$ cat src/common/mem_pkg.sv
package mem_pkg;

    // ####################################################################
    // Instruction fields
    // ####################################################################

    // Opcode bits [6:2] of the instruction word.
    typedef enum logic [4:0] {
        OPC_LOAD  = 5'b00000,
        OPC_STORE = 5'b01000,
        OPC_OTHER = 5'b01100
    } opcode_e;

    typedef enum logic [2:0] {
        FNC_SB = 3'b000,
        FNC_SH = 3'b001,
        FNC_SW = 3'b010
    } store_funct_e;

    typedef enum logic [2:0] {
        FNC_LB  = 3'b000,
        FNC_LH  = 3'b001,
        FNC_LW  = 3'b010,
        FNC_LBU = 3'b100,
        FNC_LHU = 3'b101
    } load_funct_e;

    // ####################################################################
    // Request and write-select bundles
    // ####################################################################

    typedef struct packed {
        logic [31:0] addr;
        logic [31:0] rs2;      // Store data, not yet aligned.
        logic        we;
        opcode_e     opcode;
        logic [2:0]  funct3;
        logic        pc30;     // Fetch PC bit 30, set while running from boot space.
    } mem_req_t;

    typedef struct packed {
        logic [31:0] data;
        logic [3:0]  dmem_wea;
        logic [3:0]  imem_wea;
    } lane_wr_t;

    typedef struct packed {
        logic uart_we;
        logic counter_reset;
        logic leds_we;
        logic tx_we;
        logic tx_duty_we;
    } io_wr_t;

    // ####################################################################
    // Address map
    // ####################################################################

    // The LED register shares its word with the transmitter window,
    // which covers selects 6 and 7.
    typedef enum logic [2:0] {
        IO_UART    = 3'd1,
        IO_COUNTER = 3'd3,
        IO_LEDS    = 3'd6,
        IO_TX      = 3'd7
    } io_sel_e;

    localparam int DMEM_BIT    = 28;
    localparam int IMEM_BIT    = 29;
    localparam int IO_BIT      = 31;
    localparam int IO_SEL_HI   = 5;
    localparam int IO_SEL_LO   = 3;
    localparam int TX_DUTY_BIT = 2;

endpackage

$ cat src/store_sel.sv
`timescale 1ns/1ns

module store_sel (
    input  mem_pkg::mem_req_t req,
    output mem_pkg::lane_wr_t lanes,
    output mem_pkg::io_wr_t   io_wr
);
    import mem_pkg::*;

    logic [3:0]  mask;
    logic [31:0] data;
    logic        io_hit;
    io_sel_e     io_sel;

    // ####################################################################
    // Lane alignment
    // ####################################################################

    always_comb begin
        mask = 4'b0000;
        data = req.rs2;
        if (req.we && req.opcode == OPC_STORE) begin
            case (store_funct_e'(req.funct3))
                FNC_SB: begin
                    mask = 4'b0001 << req.addr[1:0];
                    data = {24'b0, req.rs2[7:0]} << {req.addr[1:0], 3'b000};
                end
                FNC_SH: begin
                    mask = req.addr[1] ? 4'b1100 : 4'b0011;
                    data = req.addr[1] ? {req.rs2[15:0], 16'b0} : {16'b0, req.rs2[15:0]};
                end
                FNC_SW: begin
                    mask = 4'b1111;
                end
                default: begin
                    mask = 4'b0000;   // Unused funct3 codes write nothing.
                end
            endcase
        end
    end

    // ####################################################################
    // Target decode
    // ####################################################################

    assign io_hit = req.addr[IO_BIT];
    assign io_sel = io_sel_e'(req.addr[IO_SEL_HI:IO_SEL_LO]);

    always_comb begin
        lanes.data     = data;
        lanes.dmem_wea = req.addr[DMEM_BIT] ? mask : 4'b0000;
        // Instruction memory is writable only from boot code.
        lanes.imem_wea = (req.addr[IMEM_BIT] && req.pc30) ? mask : 4'b0000;
    end

    always_comb begin
        io_wr.uart_we       = io_hit && io_sel == IO_UART && mask[0];
        io_wr.counter_reset = io_hit && io_sel == IO_COUNTER && (|mask);
        io_wr.leds_we       = io_hit && io_sel == IO_LEDS && mask[0];
        io_wr.tx_we         = io_hit && (io_sel inside {IO_LEDS, IO_TX}) && (|mask);
        io_wr.tx_duty_we    = io_wr.tx_we && req.addr[TX_DUTY_BIT];
    end

endmodule

$ cat config.mk
export PLATFORM = sky130hd
export DESIGN_NAME = store_sel
export DESIGN_NICKNAME = d
export VERILOG_FILES = /design/src/common/mem_pkg.sv /design/src/store_sel.sv
export SDC_FILE = /design/constraint.sdc
export NUM_CORES = 1
export LEC_CHECK = 0
export ABC_AREA = 1
export BUFFER_PORTS_ARGS = -buffer_cell sky130_fd_sc_hd__buf_2
export CAP_MARGIN = 20
export CORE_MARGIN = 8
export CORE_UTILIZATION = 36
export DETAILED_ROUTE_END_ITERATION = 8
export PLACE_DENSITY = 0.77
export SETUP_SLACK_MARGIN = 0.3
export SLEW_MARGIN = 20
export SYNTH_ARGS = -nofsm -noshare
export SYNTH_HDL_FRONTEND = slang
export SYNTH_SLANG_ARGS = --single-unit
$ cat constraint.sdc
create_clock -name vclk -period 1.05
set_input_delay 0.0525 -clock vclk [all_inputs]
set_output_delay 0.0525 -clock vclk [all_outputs]
set_load 0.01 [all_outputs]
* Word level (Yosys, flattened, before mapping) *
Cells that the tools add are included.

word-level totals
  logic and storage cells = 31
  output and inout port bits = 45
  input bits = 74
  register bits after elaboration = 0

operators by class
  shift-type cells = 2
  reduce and logical (&&, ||, !) cells = 14
  eq/ne operators = 7
  multiplexer cells = 8

operators by type and width
  cell                                                                number
  32-bit 2-to-1 mux                                                   2
  32-bit case mux with 2 select lines                                 1
  8-bit by 5-bit << shifter with 32-bit output                        1
  4-bit 2-to-1 mux                                                    4
  4-bit case mux with 3 select lines                                  1
  1-bit logical AND                                                   11
  3-bit by 1-bit == test with 1-bit output (second input constant)    2
  3-bit by 2-bit == test with 1-bit output (second input constant)    2
  3-bit == test (second input constant)                               2
  5-bit by 4-bit == test with 1-bit output (second input constant)    1
  4-bit OR reduction                                                  1
  1-bit by 2-bit << shifter with 4-bit output (first input constant)  1
  3-bit zero test                                                     1
  2-bit nonzero test                                                  1

* Longest topological paths before layout *
  word-level depth = 6
  depth in mapped cells = 8
  depth with buffers taken out = 7

* Worst setup path before layout *
No wires, ideal clock.

  path kind = input -> output
  start point = in req[8] (netlist name)
  end point = out lanes[22] (netlist name)
  arrival time = 0.818 ns
  cell stages on the path = 6
  slack = 0.179 ns
  buffers on the path = 1
  path through = nor2_2 nand3_4 nor2_8 buf_6 nand3_1 nand2_1

RTL lines
  item                line            RTL
  start: declaration  store_sel.sv:4  input mem_pkg::mem_req_t req,
  end: declaration    store_sel.sv:5  output mem_pkg::lane_wr_t lanes,

==> results by group <==
Drt
  – Pre-antenna DRT Iters: 4
  – Via count: 2379
  – Mean routed wirelength per cell: 15.0 um
  – Routed wire length: 6.88 mm
  – DR vias/cell: 5.21
  – Routed Antenna Nets: 0
  – Drt initial violations: 350
  – # DRC: 0

Synth
  – Synth cell types: 19
  – Gate Count Post-Synth: 296
  – Top-count cell post-synth: nand2_1
  – Syn nets: 370
  – Sequential share of the synthesized area: 0%
  – Synth top cells by count: 145 x nand2_1, 48 x nand3_1, 41 x nor2_1
  – Cell taking the most area after synthesis: nand2_1
  – Top cells by area, synth: nand2_1 40%, nand3_1 17%, nor2_1 11%, inv_1 4.9%, nand3b_1 4.4%
  – Top-area cell type share of the netlist area: 39.5%
  – Yosys warning count: 0
  – Synth Cell Area: 1380 um^2
  – Post-Syn Area per Cell: 4.65 um^2

Setup path
  – CP startpoint kind: input port
  – Crit path kind: input port to output port
  – Critical path, cell by cell: buf_6 > nor2_4 > nand3_4 > nor2_8 > buf_4 > nand3_1 > nand2_2 > buf_2
  – CP max-delay cell: nor2_8
  – Crit-path max FO: 8
  – Setup crit end kind: output port
  – Worst Path Arrival: 1.11 ns
  – CP peak stage delay: 0.17 ns
  – CP required: 1.00 ns

Run
  – Max-cap violations: 0

Placement
  – PortBufs: 96
  – GP Congestion: 0.843
  – Post-DP HPWL: 4.49 mm

Power
  – Net switching power: 0.468 mW
  – Maximum vdd drop: 172 uV
  – Power share of the combinational group: 100.0%
  – Static Leakage: 1.55 nW
  – Internal: 0.377 mW
  – Seq pwr share: 0%
  – Final Power: 0.844 mW
  – Clock power share: 0%
  – Switching part of the total power: 55.4%
  – Pwr dens: 323 nW/um^2

STA
  – Fin. max-slew vios: 0
  – Worst hold margin: 0.393 ns
  – Fmax: 0.864 GHz
  – Worst-Margin Slew: 0.308 ns
  – Slew margin rel.: 79.4%
  – RSZ-0062 raised after global routing: yes
  – Final-report setup violation count: 30
  – Final worst-path cycle share: 110%
  – Final Hold Viols: 0
  – Worst Slack Setup Final: -0.108 ns
  – Post-layout min period: 1.16 ns

Floorplan
  – Die ar.: 6060 um^2
  – Die W: 77.8 um
  – Top Ports: 119
  – Core area: 3660 um^2
  – Core Rows: 22
  – Die height: 77.8 um
  – Starting Density: 37.6%

GRT
  – Global Route Usage Sum: 18.2%
  – First-pass GRT wire length: 9.83 mm
  – Pin count of the biggest net entering global routing: 13
  – Initial antenna violation count: 0
  – Vias in the first global route: 2186
  – Grt ovf: 0

Layout
  – Area growth syn-to-layout: 89.7%
  – Multi-input logic area: 1500 um^2
  – Antenna Cells: 0
  – Ratio of cells with drive above 1 in the final layout: 55.3%
  – Final nets: 485
  – Fillers: 285
  – Seq_cells: 0
  – Clock buf count: 0
  – Sequential cell area: 0 um^2

Hold path
  – Worst min path class: input port to output port

Run status
  – Violated checks: setup timing
  – Outcome: finished with violations
-- metal layers --
metal | up-vias | share of wire (%) | track usage [%]
li1 | 1146 | - | -
met1 | 1078 | 38 | 20.7
met2 | 139 | 50 | 34.0
met3 | 16 | 9.4 | 4.61
met4 | 0 | 2.3 | 1.32
met5 | - | 0 | 0
-- final timing paths --
path,from,end,depth (start not counted)
worst max-delay path,req[8],lanes[23],8
worst min-delay path,req[26],lanes[24],4
-- per-stage QoR --
| stage | utilization (%) | setup WS (ns) | setup TNS [ns] | std cells | area, um^2 |
|---|---|---|---|---|---|
| 4_1_cts | 61.5 | -0.0186 | -0.102 | 455 | 2250 |
| 5_1_grt | 71.3 | -0.143 | -3.78 | 457 | 2610 |
| 6_report | 71.3 | -0.108 | -0.755 | 457 | 2610 |
| 2_1_floorplan | - | 0.199 | 0 | 296 | 1460 |
| 3_5_place_dp | 57.3 | -0.0601 | -1.13 | 450 | 2100 |
| 3_3_place_gp | 57.3 | -0.0301 | -0.409 | 450 | 2100 |
-- power groups by stage --
stage	Clock (mW)	Sequential, mW	Combinational [mW]
detailed placement	0	0	0.644
global placement	0	0	0.631
global route	0	0	0.913
CTS	0	0	0.692
finish	0	0	0.844
floorplan	0	0	0.358
-- kinds of logic after synthesis --
| kind of cell | after synthesis | synth area share, % |
|---|---|---|
| AO/OA/AOI/OAI | 1 | 1.18 |
| AND/OR/NAND/NOR | 257 | 84.6 |
| buffers and inverters | 38 | 14.2 |
-- area by class of cell --
type                            count  area share (%)
Multi-Input combinational cell    259            57.5
Timing Repair Buffer              125            35.5
Inverter                           25            4.65
Tap cell                           48            2.30
-- timing repair --
| action | in CTS | in global routing |
|---|---|---|
| hold endpoints to repair | 0 | 0 |
| pin swaps | 9 | 41 |
| resized for setup | 24 | 86 |
| endpoints found under the setup margin | 45 | 45 |
| hold buffers | 0 | 0 |
| setup buffers | 3 | 2 |
| cloned | 2 | 0 |
-- worst max-delay path: cells and delay by family --
kind                   cells  cell delay, ns
buffers and inverters      3            0.39
AND/OR/NAND/NOR            5            0.67
-- cells in the final DEF, fill, tap and decap left out, drive strengths merged --
master | Yosys | routed
nand2 | 149 | 149
buf | 12 | 125
nand3 | 53 | 53
nor2 | 46 | 47
inv | 25 | 24
nand3b | 8 | 8
clkinv | 0 | 1
a21oi | 1 | 1
nand4 | 1 | 1
(Power assumes the default switching activity.)
