### src/common/mem_pkg.sv
package mem_pkg;

    // ####################################################################
    // Instruction fields
    // ####################################################################

    // Opcode bits [6:2] of the instruction word.
    typedef enum logic [4:0] {
        OPC_LOAD  = 5'b00000,
        OPC_STORE = 5'b01000,
        OPC_OTHER = 5'b01100
    } opcode_e;

    typedef enum logic [2:0] {
        FNC_SB = 3'b000,
        FNC_SH = 3'b001,
        FNC_SW = 3'b010
    } store_funct_e;

    typedef enum logic [2:0] {
        FNC_LB  = 3'b000,
        FNC_LH  = 3'b001,
        FNC_LW  = 3'b010,
        FNC_LBU = 3'b100,
        FNC_LHU = 3'b101
    } load_funct_e;

    // ####################################################################
    // Request and write-select bundles
    // ####################################################################

    typedef struct packed {
        logic [31:0] addr;
        logic [31:0] rs2;      // Store data, not yet aligned.
        logic        we;
        opcode_e     opcode;
        logic [2:0]  funct3;
        logic        pc30;     // Fetch PC bit 30, set while running from boot space.
    } mem_req_t;

    typedef struct packed {
        logic [31:0] data;
        logic [3:0]  dmem_wea;
        logic [3:0]  imem_wea;
    } lane_wr_t;

    typedef struct packed {
        logic uart_we;
        logic counter_reset;
        logic leds_we;
        logic tx_we;
        logic tx_duty_we;
    } io_wr_t;

    // ####################################################################
    // Address map
    // ####################################################################

    // The LED register shares its word with the transmitter window,
    // which covers selects 6 and 7.
    typedef enum logic [2:0] {
        IO_UART    = 3'd1,
        IO_COUNTER = 3'd3,
        IO_LEDS    = 3'd6,
        IO_TX      = 3'd7
    } io_sel_e;

    localparam int DMEM_BIT    = 28;
    localparam int IMEM_BIT    = 29;
    localparam int IO_BIT      = 31;
    localparam int IO_SEL_HI   = 5;
    localparam int IO_SEL_LO   = 3;
    localparam int TX_DUTY_BIT = 2;

endpackage

### src/mmio/mmio_regs.sv
`timescale 1ns/1ns

module mmio_regs #(
    parameter int LED_W = 6
) (
    input                        clk,
    input                        rst_n,
    input  mem_pkg::io_wr_t      io_wr,
    input        [31:0]          wdata,
    input        [2:0]           raddr_sel,
    output logic [31:0]          rdata,
    output logic [7:0]           uart_tx_data,
    output logic                 uart_tx_valid,
    output logic [LED_W-1:0]     leds,
    output logic                 tx_en,
    output logic [7:0]           tx_duty,
    output logic [31:0]          cycle_count
);
    import mem_pkg::*;

    // ####################################################################
    // Control registers
    // ####################################################################

    always_ff @(posedge clk or negedge rst_n) begin
        if (!rst_n) begin
            uart_tx_valid <= 1'b0;
            leds          <= '0;
            tx_en         <= 1'b0;
            tx_duty       <= 8'd0;
        end else begin
            uart_tx_valid <= io_wr.uart_we;   // One pulse per store.
            if (io_wr.leds_we) begin
                leds <= wdata[LED_W-1:0];
            end
            if (io_wr.tx_we && !io_wr.tx_duty_we) begin
                tx_en <= wdata[0];
            end
            if (io_wr.tx_duty_we) begin
                tx_duty <= wdata[7:0];
            end
        end
    end

    always_ff @(posedge clk) begin
        if (io_wr.uart_we) begin
            uart_tx_data <= wdata[7:0];
        end
    end

    // Free-running, cleared by a store to the counter word.
    always_ff @(posedge clk or negedge rst_n) begin
        if (!rst_n) begin
            cycle_count <= 32'd0;
        end else if (io_wr.counter_reset) begin
            cycle_count <= 32'd0;
        end else begin
            cycle_count <= cycle_count + 32'd1;
        end
    end

    // ####################################################################
    // Read-back
    // ####################################################################

    always_ff @(posedge clk) begin
        case (io_sel_e'(raddr_sel))
            IO_COUNTER: rdata <= cycle_count;
            IO_LEDS:    rdata <= {{(32-LED_W){1'b0}}, leds};
            IO_TX:      rdata <= {24'b0, tx_duty};
            default:    rdata <= 32'd0;
        endcase
    end

endmodule

### config.mk
export PLATFORM = sky130hd
export DESIGN_NAME = mmio_regs
export DESIGN_NICKNAME = d
export VERILOG_FILES = /design/src/common/mem_pkg.sv /design/src/mmio/mmio_regs.sv
export SDC_FILE = /design/constraint.sdc
export NUM_CORES = 1
export LEC_CHECK = 0
export BUFFER_PORTS_ARGS = -buffer_cell sky130_fd_sc_hd__buf_2
export CAP_MARGIN = 0
export CORE_MARGIN = 10
export CORE_UTILIZATION = 40
export DETAILED_ROUTE_END_ITERATION = 8
export PLACE_DENSITY_LB_ADDON = 0.08
export SLEW_MARGIN = 40
export SYNTH_ARGS = -nofsm -noshare
export SYNTH_HDL_FRONTEND = slang
export SYNTH_SLANG_ARGS = --single-unit
### constraint.sdc
create_clock -name clk -period 2.5 [get_ports clk]
set_clock_uncertainty 0.1 [all_clocks]
set_input_delay 0.375 -clock clk [delete_from_list [all_inputs] [get_ports clk]]
set_output_delay 0.375 -clock clk [all_outputs]
set_load 0.03 [all_outputs]
Word-level counts from Yosys, hierarchy flattened
Cells that the tools add are included.
- logic and storage cells: 15
- flip-flop bits (word level): 88
- memory bits (read-only): 0
- input port bits: 42
- bits in latches: 0
- output and inout port bits: 88
- memories: 0
- bits in writable memories: 0
- equal/unequal tests: 3
- mux-type cells: 2
- order comparisons: 0
- reduce and logical (&&, ||, !) cells: 2
- divide/modulo/power cells: 0
- bitwise logic cells: 0
- add/subtract/negate cells: 1
- shift-type cells: 0
- multiply operators: 0
- operators by type and width (kind ; number):
    32-bit case mux with 3 select lines ; 1
    32-bit by 1-bit adder with 32-bit output, second input constant ; 1
    32-bit 2-to-1 mux ; 1
    3-bit equality test, second input constant ; 2
    3-bit by 2-bit equality test with 1-bit output, second input constant ; 1
    1-bit logical AND ; 1
    1-bit logical NOT ; 1

Depth between registers and ports, before layout
Gate-level depths: netlist (run 1).
- depth in word-level cells: 2
- gate-level depth with buffers: 6

Least setup slack after synthesis (run 1)
Ideal clock, no wire load.
- kind: flip-flop to flip-flop
- start: register cycle_count[0]
- end: register cycle_count[26]
- clock period less this slack: 2.368 ns
- arrival time: 2.190 ns
- cell stages (with the launch flop): 6
- buffers on the path: 0
- path slack: 0.132 ns
- path through: dfrtp_1 > ha_1 > nand4_2 > or4_4 > or4_1 > a21oi_1
- word-level cells in the longest chain between the ends: 2
- ends and longest elaborated chain (element ; line ; source):
    start: declaration ; mmio_regs.sv:17 ; output logic [31:0] cycle_count
    start signal: assignment ; mmio_regs.sv:58 ; cycle_count <= cycle_count + 32'd1;
    32-bit by 1-bit adder with 32-bit output ; mmio_regs.sv:58 ;
    32-bit 2-to-1 mux ; mmio_regs.sv:55 ; end else if (io_wr.counter_reset) begin
Every way passes these cells.
A chain may end at the register's enable or synchronous reset.

Worst setup path after layout (run 1)
- start: register cycle_count[5]
- end: register cycle_count[31]
The elaborated chain is that of the path after synthesis.

==> impl_results.md, run 1 <==
* Status: completed
* Post-synth ARST share at 54.5%
* Initial core utilization at 41.4%
* Switching Fraction at 27.3%
* Final Cycle Share at 88.0%
* Total power divided by cell area at 622 nW/um^2
* Core Box Area at 8300 um^2
* Dpl hpwl at 6180 um
* Hold buffers post-CTS at 1
* ANT cells at 0
* Clock Sinks at 88
* Met2 usage at 21.2%
* Placed Area at 4100 um^2
* Global route total overflow at 0
* WP depth at 5
* Busiest grt layer: met2
* RSZ-0062 raised after global routing: no
* Vias in the first global route at 2653
* Max-slew headroom at 58.1%
* Post-layout util at 51.6%
* Htree depth at 3
* YS warnings at 0
* Via total after detailed routing at 2616
* Gate power share at 10.8%
* Commonest non-fill, non-tap cell in the layout: buf_2
* Top-level I/O count at 130
* Die width at 113 um
* Final net count at 453
* Vias/cell at 5.03
* Final hold viol count at 0
* Largest net degree at the start of global routing at 33
* Seq cells post-synth at 88
* Power Internal at 0.00194 W
* Cell count after synthesis at 298
* TritonRoute pass-1 iters at 4
* Sequential cell area at 2080 um^2
* Longest Clk Path Bufs at 2
* First-pass GRT wire length at 14000 um
* FF-to-FF setup slack at 0.30 ns
* Die Height at 113 um
* CP max stage cell: or4_1
* MaxCap Viol Count at 0
* Achievable Freq at 454 MHz
* Met3 GRT Util at 5.23%
* Required time worst endpoint at 2.67 ns
* Final setup TNS at 0 ns
* Slew @ Worst Pin at 0.629 ns
* Sequential element share of the synthesized area at 60.6%
* Share of layout cells above drive strength 1 at 38.6%
* CP peak stage delay at 0.54 ns
* PortBufs at 105
* Slew Viols, Final at 0
* Main combinational cell family by area after synthesis: simple AND/OR/NAND/NOR gates
* Sum of buffers and inverters on the critical path at 1
* Synthesized cell area at 3440 um^2
* Met1 Track Usage GR at 16.4%
* CTS buffer count at 9
* Initial antenna violation count at 0
* Syn_nets at 341
* Worst Setup EP: cycle_count[31]$_DFF_PN0_
* Synth Flop Type: dfrtp_1
* Worst Path Arrival at 2.37 ns
* Fill cell count at 772
* Drt drc at 0
* Syn-to-layout area delta at 24.6%
* Seq pwr share at 56.5%
* Hold Crit Class: input port to flop
* Post-cts sizing count at 0
* Routability Congestion at 0.771
* Clock Tree Root: clkbuf_8
* Crit path capture type: flop
* DRT antenna net count at 0
* Launch point of the worst path: cycle_count[5]$_DFF_PN0_
* Mux share of post-synthesis cell area at 7.14%
* VDD IR max at 304 uV
* Synth Area in Compound Gates at 7.43%
* Post-Synth XOR/XNOR Area at 2.80%
* Area occupied by multi-input gates at 1260 um^2
* Worst-path fanout max at 17
* Worst r2r path cells at 5
* Capturing point of the worst reg2reg path: cycle_count[31]$_DFF_PN0_
* Final setup violation count at 0
* Most frequent cells in the layout: buf_2, dfrtp_1, dfxtp_1
* Full die area at 12700 um^2
* Final Cell Area at 4280 um^2
* Final WL at 8400 um
* Post-synth EDFFs at 8
* Total GRT Usage at 13.3%
* Clock power frac at 32.6%
* CTS clk-pin slew, worst paths at 0.09 ns
* Distinct cells, synth at 36
* Setup Fix Bufs, Post-CTS at 0
* CP top delay family: simple AND/OR/NAND/NOR gates
* Leak Pwr at 1.94 nW
* WL per Instance at 16.2 um
* Crit-path cells: nand4_1 > or4_1 > buf_4 > or4_1 > a21oi_1
* Simple-gate share of the synthesized area at 18.9%
* CP Class: flop to flop
* Post-synthesis adder-cell area fraction at 0.364%
* Starting DRT DRC Count at 75
* Final min period at 2.20 ns
* Startpoint class of the critical path: flop
* Crit-path most repeated cell: or4_1
* Clk Latency, worst-skew pair at 0.35 ns
* TritonCTS clock tree: built
* Worst r2r src: cycle_count[5]$_DFF_PN0_
* Num rows at 33
* Psw at 0.000727 W
* Syn_area_per_cell at 11.5 um^2
## stage by stage
stage / instances / power, W / setup WS (ns) / hold WS, ns
floorplan: 298 / 0.00171 / 0.132 / -0.0206
CTS: 520 / 0.00271 / 0.297 / 0.0818
global placement: 503 / 0.00183 / 0.312 / 0.319
global route: 520 / 0.00279 / 0.170 / 0.0737
finish: 520 / 0.00266 / 0.299 / 0.105
detailed placement: 503 / 0.00183 / 0.322 / 0.326
## worst reg2reg max path, stage by stage (launching register included)
cell and delay (ns):
dfrtp_1 0.47, nand4_1 0.19, or4_1 0.54, buf_4 0.20, or4_1 0.47, a21oi_1 0.15
## layout make-up
| type | count | share of cell area [%] |
|---|---|---|
| Tap cell | 105 | 3.07 |
| Clock inverter | 7 | 1.11 |
| Timing Repair Buffer | 116 | 14.5 |
| Clock buffer | 9 | 2.89 |
| Inverter | 5 | 0.438 |
| Sequential cell | 88 | 48.6 |
| Multi-Input combinational cell | 190 | 29.4 |
## cell usage after synthesis (all sizes together), types with 7 or more instances
cell	instances	area [um^2]
a21oi	19	95.1
or3	13	87.6
clkbuf	11	51.3
and2	20	125
o21ai	14	70.1
nor2b	8	50.1
edfxtp	8	240
nor2	16	60.1
mux2	20	225
or4	8	63.8
dfrtp	48	1200
nor3	7	35.0
nand3	11	60.1
nand2	10	37.5
dfxtp	32	641
nand4	8	56.3
xnor2	9	78.8
## power groups by stage
stage	combinational (W)	sequential, W	clock [W]
floorplan	0.0000745	0.00164	0
global route	0.000312	0.00151	0.000964
CTS	0.000296	0.00151	0.000912
global placement	0.000292	0.00153	0
finish	0.000289	0.00151	0.000869
detailed placement	0.000294	0.00154	0
## worst min-delay path by stage
stage / startpoint / endpoint / slack (ns) / cells after the start
global placement: rst_n / tx_en$_DFFE_PN0P_ / 0.32 / 1
detailed placement: rst_n / tx_en$_DFFE_PN0P_ / 0.33 / 1
CTS: wdata[7] / uart_tx_data[7]$_DFFE_PP_ / 0.08 / 1
finish: wdata[7] / uart_tx_data[7]$_DFFE_PP_ / 0.11 / 1
global route: wdata[7] / uart_tx_data[7]$_DFFE_PP_ / 0.07 / 1
floorplan: rst_n / cycle_count[0]$_DFF_PN0_ / -0.02 / 0
## metal layers
| metal | vias to the layer above | routed length (um) |
|---|---|---|
| li1 | 1291 | - |
| met1 | 1263 | 3800 |
| met2 | 57 | 4000 |
| met3 | 5 | 535 |
| met4 | 0 | 66 |
| met5 | - | 0 |
## cell families after synthesis
| family | Yosys count |
|---|---|
| flops | 88 |
| xor+xnor | 11 |
| mux | 22 |
| compound gates | 45 |
| simple gates | 111 |
| buf+inv | 20 |
| fa+ha+maj | 1 |
## registers in the layout (all words and copies together), names as in the netlist
register,flops
cycle_count,32
rdata,32
tx_duty,8
uart_tx_data,8
leds,6
tx_en,1
uart_tx_valid,1
No activity file was read; power rests on OpenSTA's default activity.
==> inputs of run 2 (changes only) <==
--- a/config.mk
+++ b/config.mk
@@ -5,13 +5,15 @@
 export SDC_FILE = /design/constraint.sdc
 export NUM_CORES = 1
 export LEC_CHECK = 0
+export ABC_AREA = 1
 export BUFFER_PORTS_ARGS = -buffer_cell sky130_fd_sc_hd__buf_2
 export CAP_MARGIN = 0
 export CORE_MARGIN = 10
 export CORE_UTILIZATION = 40
+export CTS_CLUSTER_DIAMETER = 200
 export DETAILED_ROUTE_END_ITERATION = 8
 export PLACE_DENSITY_LB_ADDON = 0.08
-export SLEW_MARGIN = 40
+export SLEW_MARGIN = 25
 export SYNTH_ARGS = -nofsm -noshare
 export SYNTH_HDL_FRONTEND = slang
 export SYNTH_SLANG_ARGS = --single-unit
==> run 2 against run 1 <==
- non-clock buffer count shrank 7
- final area grew 3.3%
- via count grew 14%
- final cell count grew 23%
==> impl_results.md, run 2 <==
* Post-synth EDFFs at 8
* Final hold viol count at 0
* Final setup TNS at 0 ns
* Crit-path cells: ha_1 > nand2_1 > nor2_4 > nand2_2 > nor2_4 > nand3_1 > nand2_1 > nor2_1
* Fill cell count at 890
* Final Cycle Share at 62.8%
* Via total after detailed routing at 2995
* Max-slew headroom at 50.3%
* Post-synth ARST share at 54.5%
* Crit path capture type: flop
* Placed Cells incl. Taps at 623
* First-pass GRT wire length at 15800 um
* Cell count after synthesis at 415
* Synth top area cells: dfrtp_1, dfxtp_1, nor2_1, nand2_1, edfxtp_1
* Final WL at 9590 um
* CP peak stage delay at 0.40 ns
* Worst-path fanout max at 5
* Share of layout cells above drive strength 1 at 27.6%
* Largest net degree at the start of global routing at 33
* Final min period at 1.57 ns
* Commonest non-fill, non-tap cell in the layout: buf_2
* Leak Pwr at 2.09 nW
* Total power divided by cell area at 594 nW/um^2
* Post-layout util at 50.7%
* Vias/cell at 4.68
* Dpl hpwl at 7260 um
* MaxCap Viol Count at 0
* Synth top area share at 33.4%
* Clock Sinks at 88
* CP max stage cell: dfrtp_1
* Largest regs: cycle_count: 32 flops, rdata: 32 flops
* Initial antenna violation count at 0
* Finished Layout Cells at 640
* Worst Path Arrival at 1.72 ns
* Status: completed
* Final net count at 570
* Slew @ Worst Pin at 0.745 ns
* Syn_area_per_cell at 8.67 um^2
* Achievable Freq at 637 MHz
* Synthesized cell area at 3600 um^2
* Post-synth top cells: nor2_1, nand2_1, inv_1
* Setup Fix Bufs, Post-CTS at 0
* Distinct cells, synth at 28
* Synth Flop Type: dfrtp_1
* Die Height at 115 um
* Placed Area at 4250 um^2
* ANT cells at 0
* Die width at 115 um
* Yosys top cell by area: dfrtp_1
* Clock Tree Root: clkbuf_8
* Final Cell Area at 4420 um^2
* Global route total overflow at 0
* Most frequent cell after synthesis: nor2_1
* Seq cells post-synth at 88
* Vias in the first global route at 3152
* Worst Hold Slack at 0.0996 ns
* Routability Congestion at 0.820
* Full die area at 13200 um^2
* Core Box Area at 8720 um^2
* YS warnings at 0
* Longest Clk Path Bufs at 2
* Sequential element share of the synthesized area at 57.9%
* Required time worst endpoint at 2.65 ns
* VDD IR max at 285 uV
* Slew Viols, Final at 0
* DRT antenna net count at 0
* CP top delay family: simple AND/OR/NAND/NOR gates
* Syn-to-layout area delta at 23.0%
* WL per Instance at 15.0 um
* Hold Crit Class: input port to flop
* Initial core utilization at 41.2%
* Clk Latency, worst-skew pair at 0.36 ns
* Most frequent cells in the layout: buf_2, nor2_1, nand2_1
* Num rows at 34
* Starting DRT DRC Count at 121
* RSZ-0062 raised after global routing: no
* CTS clk-pin slew, worst paths at 0.09 ns
* TritonCTS clock tree: built
* CP Class: flop to flop
* Sum of buffers and inverters on the critical path at 0
* Startpoint class of the critical path: flop
* TritonRoute pass-1 iters at 5
* Drt drc at 0
* PortBufs at 105
* Total GRT Usage at 14.8%
* Syn_nets at 458
* CTS buffer count at 9
* Top-level I/O count at 130
* Final setup violation count at 0
* Htree depth at 3
run 2: kinds of logic after synthesis:
logic type | Yosys count | share of synthesized area [%]
AO/OA/AOI/OAI | 50 | 7.83
XOR/XNOR | 2 | 0.487
adder cells (fa/ha/maj) | 1 | 0.348
buffers and inverters | 65 | 6.82
flip-flops | 88 | 57.9
multiplexers | 5 | 1.57
AND/OR/NAND/NOR | 204 | 25.1
run 2: through the flow:
step | setup WS, ns | power (W)
CTS | 0.927 | 0.00267
finish | 0.929 | 0.00263
floorplan | 0.860 | 0.00169
detailed placement | 0.843 | 0.00180
global route | 0.772 | 0.00275
global placement | 0.868 | 0.00179
run 2: final cells by class:
| class | instances | area (um^2) | share of cell area, % |
|---|---|---|---|
| Sequential cell | 88 | 2080 | 47.1 |
| Timing Repair Buffer | 109 | 558 | 12.6 |
| Clock buffer | 10 | 128 | 2.88 |
| Tap cell | 108 | 135 | 3.05 |
| Clock inverter | 6 | 37.5 | 0.848 |
| Inverter | 57 | 214 | 4.84 |
| Multi-Input combinational cell | 262 | 1270 | 28.7 |
run 2: what timing repair did:
action | in CTS | in global routing
gates resized for setup | 0 | 0
endpoints found under the hold margin | 48 | 0
hold buffers | 1 | 0
endpoints found under the setup margin | 0 | 0
run 2: report_power, final:
| group | total [W] | leakage, nW | internal, W | switching, W |
|---|---|---|---|---|
| clock network | 0.000867 | 0.0898 | 0.000358 | 0.000508 |
| logic | 0.000260 | 1.03 | 0.0000708 | 0.000189 |
| registers | 0.00150 | 0.971 | 0.00148 | 0.0000216 |
| total | 0.00263 | 2.09 | 0.00191 | 0.000719 |
run 2: worst paths after layout:
path / startpoint / endpoint / slack [ns] / cells after the start
max in group asynchronous: rst_n / cycle_count[28]$_DFF_PN0_ / 1.54 / 3
setup / recovery: cycle_count[0]$_DFF_PN0_ / cycle_count[30]$_DFF_PN0_ / 0.93 / 8
setup reg to reg: cycle_count[0]$_DFF_PN0_ / cycle_count[30]$_DFF_PN0_ / 0.93 / 8
hold reg to reg: leds[2]$_DFFE_PN0P_ / rdata[2]$_DFF_P_ / 0.40 / 2
hold / removal: wdata[6] / uart_tx_data[6]$_DFFE_PP_ / 0.1 / 1
min in group asynchronous: rst_n / tx_en$_DFFE_PN0P_ / 0.43 / 3
run 2: metal layers:
metal  global-route usage (%)  up-vias  share of wire [%]
met5                        0        -                  0
met4                     5.12        0               0.84
met3                     4.22        8                6.2
met2                     23.5       71                 46
met1                     19.0     1391                 47
li1                         -     1525                  -
