--- src/common/mem_pkg.sv ---
package mem_pkg;

    // ####################################################################
    // Instruction fields
    // ####################################################################

    // Opcode bits [6:2] of the instruction word.
    typedef enum logic [4:0] {
        OPC_LOAD  = 5'b00000,
        OPC_STORE = 5'b01000,
        OPC_OTHER = 5'b01100
    } opcode_e;

    typedef enum logic [2:0] {
        FNC_SB = 3'b000,
        FNC_SH = 3'b001,
        FNC_SW = 3'b010
    } store_funct_e;

    typedef enum logic [2:0] {
        FNC_LB  = 3'b000,
        FNC_LH  = 3'b001,
        FNC_LW  = 3'b010,
        FNC_LBU = 3'b100,
        FNC_LHU = 3'b101
    } load_funct_e;

    // ####################################################################
    // Request and write-select bundles
    // ####################################################################

    typedef struct packed {
        logic [31:0] addr;
        logic [31:0] rs2;      // Store data, not yet aligned.
        logic        we;
        opcode_e     opcode;
        logic [2:0]  funct3;
        logic        pc30;     // Fetch PC bit 30, set while running from boot space.
    } mem_req_t;

    typedef struct packed {
        logic [31:0] data;
        logic [3:0]  dmem_wea;
        logic [3:0]  imem_wea;
    } lane_wr_t;

    typedef struct packed {
        logic uart_we;
        logic counter_reset;
        logic leds_we;
        logic tx_we;
        logic tx_duty_we;
    } io_wr_t;

    // ####################################################################
    // Address map
    // ####################################################################

    // The LED register shares its word with the transmitter window,
    // which covers selects 6 and 7.
    typedef enum logic [2:0] {
        IO_UART    = 3'd1,
        IO_COUNTER = 3'd3,
        IO_LEDS    = 3'd6,
        IO_TX      = 3'd7
    } io_sel_e;

    localparam int DMEM_BIT    = 28;
    localparam int IMEM_BIT    = 29;
    localparam int IO_BIT      = 31;
    localparam int IO_SEL_HI   = 5;
    localparam int IO_SEL_LO   = 3;
    localparam int TX_DUTY_BIT = 2;

endpackage

--- src/load_align.sv ---
`timescale 1ns/1ns

module load_align (
    input                     clk,
    input                     rst_n,
    input  mem_pkg::mem_req_t req,
    input  [31:0]             dmem_rdata,
    input  [31:0]             io_rdata,
    output logic [31:0]       ld_data,
    output logic              ld_valid
);
    import mem_pkg::*;

    logic [2:0]  funct3_q;
    logic [1:0]  offset_q;
    logic        io_q;
    logic [31:0] word;
    logic [31:0] shifted;

    // The load strobe becomes the valid pulse one cycle on.
    always_ff @(posedge clk or negedge rst_n) begin
        if (!rst_n) begin
            ld_valid <= 1'b0;
        end else begin
            ld_valid <= req.opcode == OPC_LOAD;
        end
    end

    always_ff @(posedge clk) begin
        funct3_q <= req.funct3;
        offset_q <= req.addr[1:0];
        io_q     <= req.addr[IO_BIT];
    end

    assign word    = io_q ? io_rdata : dmem_rdata;
    assign shifted = word >> {offset_q, 3'b000};   // Addressed byte or half to bit 0.

    always_comb begin
        if (io_q) begin
            ld_data = word;
        end else begin
            case (load_funct_e'(funct3_q))
                FNC_LB:  ld_data = {{24{shifted[7]}}, shifted[7:0]};
                FNC_LH:  ld_data = {{16{shifted[15]}}, shifted[15:0]};
                FNC_LBU: ld_data = {24'b0, shifted[7:0]};
                FNC_LHU: ld_data = {16'b0, shifted[15:0]};
                default: ld_data = word;
            endcase
        end
    end

endmodule

--- config.mk ---
export PLATFORM = sky130hd
export DESIGN_NAME = load_align
export DESIGN_NICKNAME = d
export VERILOG_FILES = /design/src/common/mem_pkg.sv /design/src/load_align.sv
export SDC_FILE = /design/constraint.sdc
export NUM_CORES = 1
export LEC_CHECK = 0
export BUFFER_PORTS_ARGS = -buffer_cell sky130_fd_sc_hd__buf_2
export CAP_MARGIN = 20
export CORE_ASPECT_RATIO = 0.7
export CORE_UTILIZATION = 35
export CTS_BUF_LIST = sky130_fd_sc_hd__clkbuf_8 sky130_fd_sc_hd__clkbuf_16
export CTS_CLUSTER_SIZE = 16
export DETAILED_ROUTE_END_ITERATION = 8
export HOLD_SLACK_MARGIN = 0.06
export MAX_ROUTING_LAYER = met4
export PLACE_DENSITY = 0.87
export REMOVE_ABC_BUFFERS = 1
export SYNTH_ARGS = -nofsm -noshare
export SYNTH_HDL_FRONTEND = slang
export SYNTH_SLANG_ARGS = --single-unit
--- constraint.sdc ---
create_clock -name clk -period 4.2 [get_ports clk]
set_clock_uncertainty 0.15 [all_clocks]
set_input_delay 0.84 -clock clk [delete_from_list [all_inputs] [get_ports clk]]
set_output_delay 0.84 -clock clk [all_outputs]
set_load 0.01 [all_outputs]
# Word level (Yosys, flattened, before mapping)
# Index checks and enable logic that the tools add are counted.
dict set report op_classes {
  n_reduce_logical 2
  eq_ne 3
  muxes 3
  shifts 1
}
# operator count
set ops {}
lappend ops {{$pmux 32 s4} 1}
lappend ops {{$mux 32} 2}
lappend ops {{$shr 32x5->16} 1}
lappend ops {{$eq 3x3->1 const B} 2}
lappend ops {{$logic_not 5->1} 1}
lappend ops {{$eq 3x1->1 const B} 1}
lappend ops {{$logic_not 3->1} 1}
dict set report totals {
  regBits 7
  out_inout_bits 33
  in_bits 140
}

# Depth between registers and ports, before layout
# Gate-level depths: netlist of the first run.
dict set report logic_depth {
  depth_word 4
  ltp_mapped 6
  depth_no_buf 4
}

# Least setup slack after synthesis of the first run
# OpenSTA, ideal clock, no wires.
dict set report synth_timing {
  path_type {input -> output}
  startpoint {input io_rdata[31]}
  endpoint {output ld_data[21]}
  setup_slack_ns 1.383
  n_path_buf 1
  t_arrival_ns 1.827
  path_stages 5
  required_time_ns 3.210
  path_cell_list {mux2_2 > and4b_1 > o21ai_4 > buf_6 > o211ai_2}
}
dict set report synth_via {
  elab_chain_len 4
}
# element line
set synth_rtl {}
lappend synth_rtl {{from (decl)} load_align.sv:8} ;# input [31:0] io_rdata,
lappend synth_rtl {{$mux 32} load_align.sv:35} ;# assign word = io_q ? io_rdata : dmem_rdata;
lappend synth_rtl {{$shr 32x5->16} load_align.sv:36} ;# assign shifted = word >> {offset_q, 3'b000};
lappend synth_rtl {{$pmux 32 s4} load_align.sv:42} ;# case (load_funct_e'(funct3_q))
lappend synth_rtl {{$mux 32} load_align.sv:39} ;# if (io_q) begin
lappend synth_rtl {{to (decl)} load_align.sv:9} ;# output logic [31:0] ld_data,
# No other way between the ends.

# Worst setup path in the final report of the first run
dict set report layout_timing {
  startpoint {register offset_q[1]}
  endpoint {output ld_data[16]}
}
dict set report layout_via {
  elab_chain_len 3
}
# element line
set layout_rtl {}
lappend layout_rtl {{from (decl)} load_align.sv:15} ;# logic [1:0] offset_q;
lappend layout_rtl {{from (signal assigned)} load_align.sv:31} ;# offset_q <= req.addr[1:0];
lappend layout_rtl {{$shr 32x5->16} load_align.sv:36}
lappend layout_rtl {{$pmux 32 s4} load_align.sv:42}
lappend layout_rtl {{$mux 32} load_align.sv:39}
# No other way between the ends.

==> results of run 1 <==
## flip-flops by register name, summed over array words and instances (netlist names)
name,cells
io_q,1
offset_q,2
funct3_q,3
ld_valid,1
## cell type report
class                           instances  area, µm²
Fill cell                             363       1690
Tap cell                               50       62.6
Timing Repair Buffer                  114        583
Inverter                                1       3.75
Clock inverter                          1       3.75
Multi-Input combinational cell        137       1120
Clock buffer                            3       41.3
Sequential cell                         7        146
## power by group
group / leakage (nW) / total, mW / switching, mW / internal, mW
sequential: 0.0645 / 0.0812 / 0.0108 / 0.0704
clock: 0.0269 / 0.0898 / 0.0269 / 0.0630
combinational: 0.863 / 0.206 / 0.105 / 0.100
total: 0.954 / 0.377 / 0.143 / 0.234
## cells in the final DEF, fill, tap and decap left out, types with 2 or more instances in the layout
cell type,count
sky130_fd_sc_hd__o22ai_1,23
sky130_fd_sc_hd__nand2_1,3
sky130_fd_sc_hd__clkbuf_8,3
sky130_fd_sc_hd__nor3_1,7
sky130_fd_sc_hd__o211ai_1,3
sky130_fd_sc_hd__nor2b_1,2
sky130_fd_sc_hd__a21oi_1,2
sky130_fd_sc_hd__o211ai_2,13
sky130_fd_sc_hd__mux2i_1,24
sky130_fd_sc_hd__a21oi_2,7
sky130_fd_sc_hd__or2_2,8
sky130_fd_sc_hd__buf_4,5
sky130_fd_sc_hd__nor2_1,4
sky130_fd_sc_hd__o221ai_1,7
sky130_fd_sc_hd__buf_2,109
sky130_fd_sc_hd__or4b_1,2
sky130_fd_sc_hd__a22oi_1,6
sky130_fd_sc_hd__dfxtp_1,5
sky130_fd_sc_hd__nand2b_1,8
sky130_fd_sc_hd__a31oi_1,3
## final timing paths
check | endpoint | startpoint | cells after the start
max | ld_data[16] | offset_q[1] | 5
min in group clk | funct3_q[0] | req[1] | 1
min | ld_valid | rst_n | 1
max in group asynchronous | ld_valid | rst_n | 1
## routing by layer
metal	GRT usage [%]	share of wire, %	wire [µm]	vias up
met5	-	0	0	-
met4	4.49	0	0	0
met3	4.17	8.9	431	0
met2	38.2	46	2240	97
met1	29.7	45	2190	802
li1	-	-	-	858
## kinds of logic (layout without fill, tap and decap cells)
| group | after synthesis | after routing | share of synthesized area (%) |
|---|---|---|---|
| AO/OA/AOI/OAI | 68 | 68 | 42.3 |
| buffers and inverters | 18 | 119 | 8.36 |
| flip-flops | 7 | 7 | 10.5 |
| multiplexers | 26 | 26 | 19.3 |
| AND/OR/NAND/NOR | 43 | 43 | 19.5 |
## per-stage QoR
stage	area (µm²)	util (%)	hold WS, ps	cells
after floorplan	1260	-	394	145
after global placement	1910	52.4	466	309
after detailed placement	1910	52.4	471	309
after CTS	1960	53.6	231	313
after global routing	1960	53.6	227	313
final	1960	53.6	238	313
==> impl_metrics.csv, run 1 <==
group,metric,value,unit
detailed_routing,vias,1757,
floorplan,floorplan.initialDensity,37.7,%
yosys,synth_top_cell_area_share,17.5,%
place,dp_hpwl,3.89,mm
cells_and_area,share_of_cells_above_drive_strength_1,58.6,%
cts,tritoncts,"yes",
place,port_buffers,109,
cts,clock_sink_count,7,
cts,cts_htree_levels,1,
global_route,grt_start_max_net_pins,22,
yosys,synth_most_common_cell,"sky130_fd_sc_hd__mux2i_1",
detailed_routing,drcViolationCount,0,
setup_path,critical_path_class,"reg -> out",
setup_path,crit_arrival,2380,ps
cts,cts_hold_repair_buffers,0,
place,dp_slack,873,ps
cts,clkSlewWorstSetupHoldPaths,40,ps
setup_path,worst_path_maximum_fanout,16,
yosys,yosys-top-cells-count,"24 x sky130_fd_sc_hd__mux2i_1, 23 x sky130_fd_sc_hd__o22ai_1, 13 x sky130_fd_sc_hd__o211ai_2, 8 x sky130_fd_sc_hd__nand2b_1, 8 x sky130_fd_sc_hd__or2_2",
floorplan,die_w,77.0,µm
setup_path,critPathCaptureType,"output pin",
yosys,synth.yosys.warnings,0,
run_status,status,"completed",
detailed_routing,wire_per_inst,15.5,µm
sta,timing.max_slew.rel_slack,56.9,%
global_route,global_route_total_overflow,0,
setup_path,timing.critical_path.cells,"nand4bb_1 -> o22ai_2 -> o21ai_4 -> o211ai_1 -> buf_2",
detailed_routing,route.antenna.remaining_nets,0,
yosys,synth-edff-count,0,
cts,cts_buffers,3,
place,finalWeightedCongestion,0.865,
setup_path,critical_path.top_delay_family,"compound AO/OA/AOI/OAI gates",
yosys,yosys-top-cells-area,"sky130_fd_sc_hd__mux2i_1 17%, sky130_fd_sc_hd__o211ai_2 12%, sky130_fd_sc_hd__o22ai_1 10%",
floorplan,floorplan.die_area,4190,µm²
yosys,synthDistinctLibCells,39,
pwr,finalPower,377,µW
cts,cts.repair_timing.setup_buffer_count,0,
detailed_routing,drt_iter0_drc,84,
sta,grt_setup_unrepaired,"false",
job,max-cap-violations,0,
setup_path,critical_path_s_largest_stage_delay,650,ps
sta,final-hold-violation-count,0,
sta,tns,0,ps
floorplan,num_rows,18,
global_route,grt_pass1_vias,1537,
yosys,yosys_register_bits,7,
detailed_routing,wl,4.86,mm
setup_path,cp.buffers_inverters,1,
sta,post-route-worst-setup-slack,829,ps
yosys,syn-instance-count,162,
floorplan,core_region_area,3650,µm²
detailed_routing,vias_per_cell,5.61,
setup_path,crit_required,3210,ps
cts,postCtsResizedCells,0,
yosys,proportion_of_register_bits_with_asynchronous_set_or_reset_after_synthesis,14.3,%
sta,worst_slew_pin_slew,644,ps
floorplan,die_height,54.5,µm
yosys,synth.yosys.seq_area_share,10.5,%
yosys,syn-cell-area,1380,µm²
sta,max_freq,297,MHz
sta,maxSlewViolCount,0,
cells_and_area,antenna_cells,0,
sta,report.final.setup_viol,0,
sta,layout_worst_path_cycle_share,80.3,%
cts,cts_root_buf,"sky130_fd_sc_hd__clkbuf_8",
cells_and_area,layout-area-overhead-vs-synth,42.2,%
setup_path,worst_path_slowest_cell,"sky130_fd_sc_hd__dfxtp_1",
global_route,antenna_found_initial,0,
setup_path,start_kind,"flop",
detailed_routing,drtPass1Iterations,4,
yosys,postSynthAreaPerCell,8.50,µm²
cells_and_area,num-nets-final,404,
pwr,leakage_dissipation,0.954,nW
global_route,grt_first_pass_wirelength,7.31,mm
sta,timing.final.crit_period,3370,ps
floorplan,top_level_i_o_count,173,
yosys,synth_area_leader_cell,"sky130_fd_sc_hd__mux2i_1",
min_path,holdCritPathClass,"in -> async",
cts,cts_max_path_bufs,2,
pwr,p_per_area,193,nW/µm²
pwr,worst_vdd_rail_ir_drop,0.194,mV
global_route,grtUsageTotal,23.0,%
yosys,yosys_most_used_dff,"sky130_fd_sc_hd__dfxtp_1",
(Power assumes the default switching activity.)
==> run 2, diff against run 1 <==
--- a/config.mk
+++ b/config.mk
@@ -8,13 +8,13 @@
 export BUFFER_PORTS_ARGS = -buffer_cell sky130_fd_sc_hd__buf_2
 export CAP_MARGIN = 20
 export CORE_ASPECT_RATIO = 0.7
-export CORE_UTILIZATION = 35
+export CORE_UTILIZATION = 33
 export CTS_BUF_LIST = sky130_fd_sc_hd__clkbuf_8 sky130_fd_sc_hd__clkbuf_16
 export CTS_CLUSTER_SIZE = 16
 export DETAILED_ROUTE_END_ITERATION = 8
 export HOLD_SLACK_MARGIN = 0.06
 export MAX_ROUTING_LAYER = met4
-export PLACE_DENSITY = 0.87
+export PLACE_DENSITY = 0.82
 export REMOVE_ABC_BUFFERS = 1
 export SYNTH_ARGS = -nofsm -noshare
 export SYNTH_HDL_FRONTEND = slang
==> constraint.sdc (replaced) <==
create_clock -name clk -period 3.49 [get_ports clk]
set_clock_uncertainty 0.15 [all_clocks]
set_input_delay 0.698 -clock clk [delete_from_list [all_inputs] [get_ports clk]]
set_output_delay 0.698 -clock clk [all_outputs]
set_load 0.01 [all_outputs]
==> run 2 against run 1 <==
Compared with the run above: first-iteration DRC count down 32%; non-clock buffer count unchanged; sequential power increased by 21%; power is 21% higher; count of clock-buffer cells in the layout unchanged; via count rose by 2.2%; critical path depth unchanged; flip-flop and latch count did not move; final cell count up 0.64%; combinational power increased by 21%; hold slack got worse by 140 ps; wire length grew 1.8%; critical path type unchanged; critical endpoint unchanged; largest power group unchanged.
==> impl_metrics.csv, run 2 (same netlist as run 1, synthesis figures left out) <==
group,metric,value,unit
cts,clock_sink_count,7,
setup_path,critical_path_class,"reg -> out",
sta,layout_worst_path_cycle_share,95.0,%
sta,tns,0,ps
sta,final-hold-violation-count,0,
setup_path,critical_path.top_delay_family,"compound AO/OA/AOI/OAI gates",
setup_path,start_kind,"flop",
cells_and_area,share_of_cells_above_drive_strength_1,58.6,%
detailed_routing,wire_per_inst,15.7,µm
sta,grt_setup_unrepaired,"false",
setup_path,worst_path_slowest_cell,"sky130_fd_sc_hd__dfxtp_2",
setup_path,cp.buffers_inverters,1,
setup_path,crit_required,2640,ps
cts,clkSlewWorstSetupHoldPaths,40,ps
global_route,global_route_total_overflow,0,
cells_and_area,num-nets-final,404,
floorplan,top_level_i_o_count,173,
setup_path,worst_path_maximum_fanout,26,
sta,max_freq,302,MHz
cells_and_area,final_common_cell,"sky130_fd_sc_hd__buf_2",
cts,cts_root_buf,"sky130_fd_sc_hd__clkbuf_8",
job,max-cap-violations,0,
run_status,status,"completed",
cells_and_area,fill_cells,403,
cells_and_area,layout-area-overhead-vs-synth,42.4,%
floorplan,core_region_area,3950,µm²
place,finalWeightedCongestion,0.812,
cts,cts_max_path_bufs,2,
place,port_buffers,109,
global_route,grt_start_max_net_pins,27,
cells_and_area,stdcell_area,1960,µm²
detailed_routing,drt_iter0_drc,57,
floorplan,num_rows,19,
cells_and_area,reg.largest.list,"funct3_q: 3 flops, offset_q: 2 flops",
cts,tritoncts,"yes",
cts,postCtsResizedCells,0,
floorplan,floorplan.die_area,4440,µm²
cells_and_area,largest_register_ffs,3,
setup_path,critPathCaptureType,"output pin",
cts,cts.repair_timing.setup_buffer_count,0,
cells_and_area,antenna_cells,0,
detailed_routing,route.antenna.remaining_nets,0,
floorplan,die_w,79.2,µm
setup_path,critical_path_s_largest_stage_delay,690,ps
min_path,holdCritPathClass,"in -> async",
detailed_routing,wl,4.95,mm
cts,cts_buffers,3,
detailed_routing,vias_per_cell,5.70,
cts,cts_hold_repair_buffers,0,
floorplan,floorplan.initialDensity,34.9,%
pwr,p_per_area,233,nW/µm²
place,placed_area,1910,µm²
sta,report.final.setup_viol,0,
setup_path,timing.critical_path.cells,"mux2_2 -> and4b_1 -> o21ai_4 -> o211ai_1 -> buf_2",
pwr,worst_vdd_rail_ir_drop,0.306,mV
sta,timing.max_slew.rel_slack,42.9,%
cells_and_area,highest_count_cells_in_the_layout_ignoring_fill_and_taps,"109 x sky130_fd_sc_hd__buf_2, 24 x sky130_fd_sc_hd__mux2i_1, 23 x sky130_fd_sc_hd__o22ai_1",
pwr,leakage_dissipation,0.953,nW
place,dp_hpwl,3.87,mm
detailed_routing,drcViolationCount,0,
cells_and_area,final_util,49.7,%
setup_path,crit_arrival,2470,ps
global_route,grt_first_pass_wirelength,7.89,mm
floorplan,die_height,56.0,µm
global_route,grt_pass1_vias,1655,
cells_and_area,max_flop_register,"funct3_q",
sta,maxSlewViolCount,0,
cts,cts_htree_levels,1,
detailed_routing,vias,1796,
global_route,grtUsageTotal,23.2,%
global_route,antenna_found_initial,0,
detailed_routing,drtPass1Iterations,4,
sta,worst_slew_pin_slew,854,ps
sta,timing.final.crit_period,3310,ps
run 2: path summary, 6_finish.rpt:
check | from | to | cells past startpoint
worst max-delay path | io_q | ld_data[16] | 5
worst min-delay path | rst_n | ld_valid | 1
max in group asynchronous | rst_n | ld_valid | 1
min in group clk | req[3] | funct3_q[2] | 1
run 2: metrics by stage:
stage | cells | power (mW) | hold WS (ps) | setup WS (ps)
2_1_floorplan | 145 | 0.235 | 252 | -12.4
3_3_place_gp | 311 | 0.342 | 324 | 473
3_5_place_dp | 311 | 0.347 | 326 | 433
4_1_cts | 315 | 0.458 | 92.1 | 193
5_1_grt | 315 | 0.491 | 79.1 | 19.2
6_report | 315 | 0.457 | 94.4 | 176
run 2: layer usage:
metal | global-route usage (%) | up-vias | wire (µm)
li1 | - | 862 | -
met5 | - | - | 0
met3 | 4.59 | 12 | 456
met1 | 32.0 | 803 | 2340
met2 | 34.9 | 119 | 2080
met4 | 4.94 | 0 | 64
run 2: report_power, final:
group          total (mW)  switching [mW]  internal, mW
registers          0.0986          0.0139        0.0846
logic               0.249           0.128         0.121
clock network       0.109          0.0333        0.0759
total               0.457           0.175         0.281
run 2: final cells by class:
| type | count | area, µm² | area share (%) |
|---|---|---|---|
| well taps | 52 | 65.1 | 3.32 |
| multi-input cells | 137 | 1120 | 57.0 |
| inverters | 1 | 3.75 | 0.192 |
| clock inverters | 1 | 3.75 | 0.192 |
| flip-flops and latches | 7 | 146 | 7.47 |
| clock buffers | 3 | 41.3 | 2.11 |
| repair buffers | 114 | 583 | 29.8 |
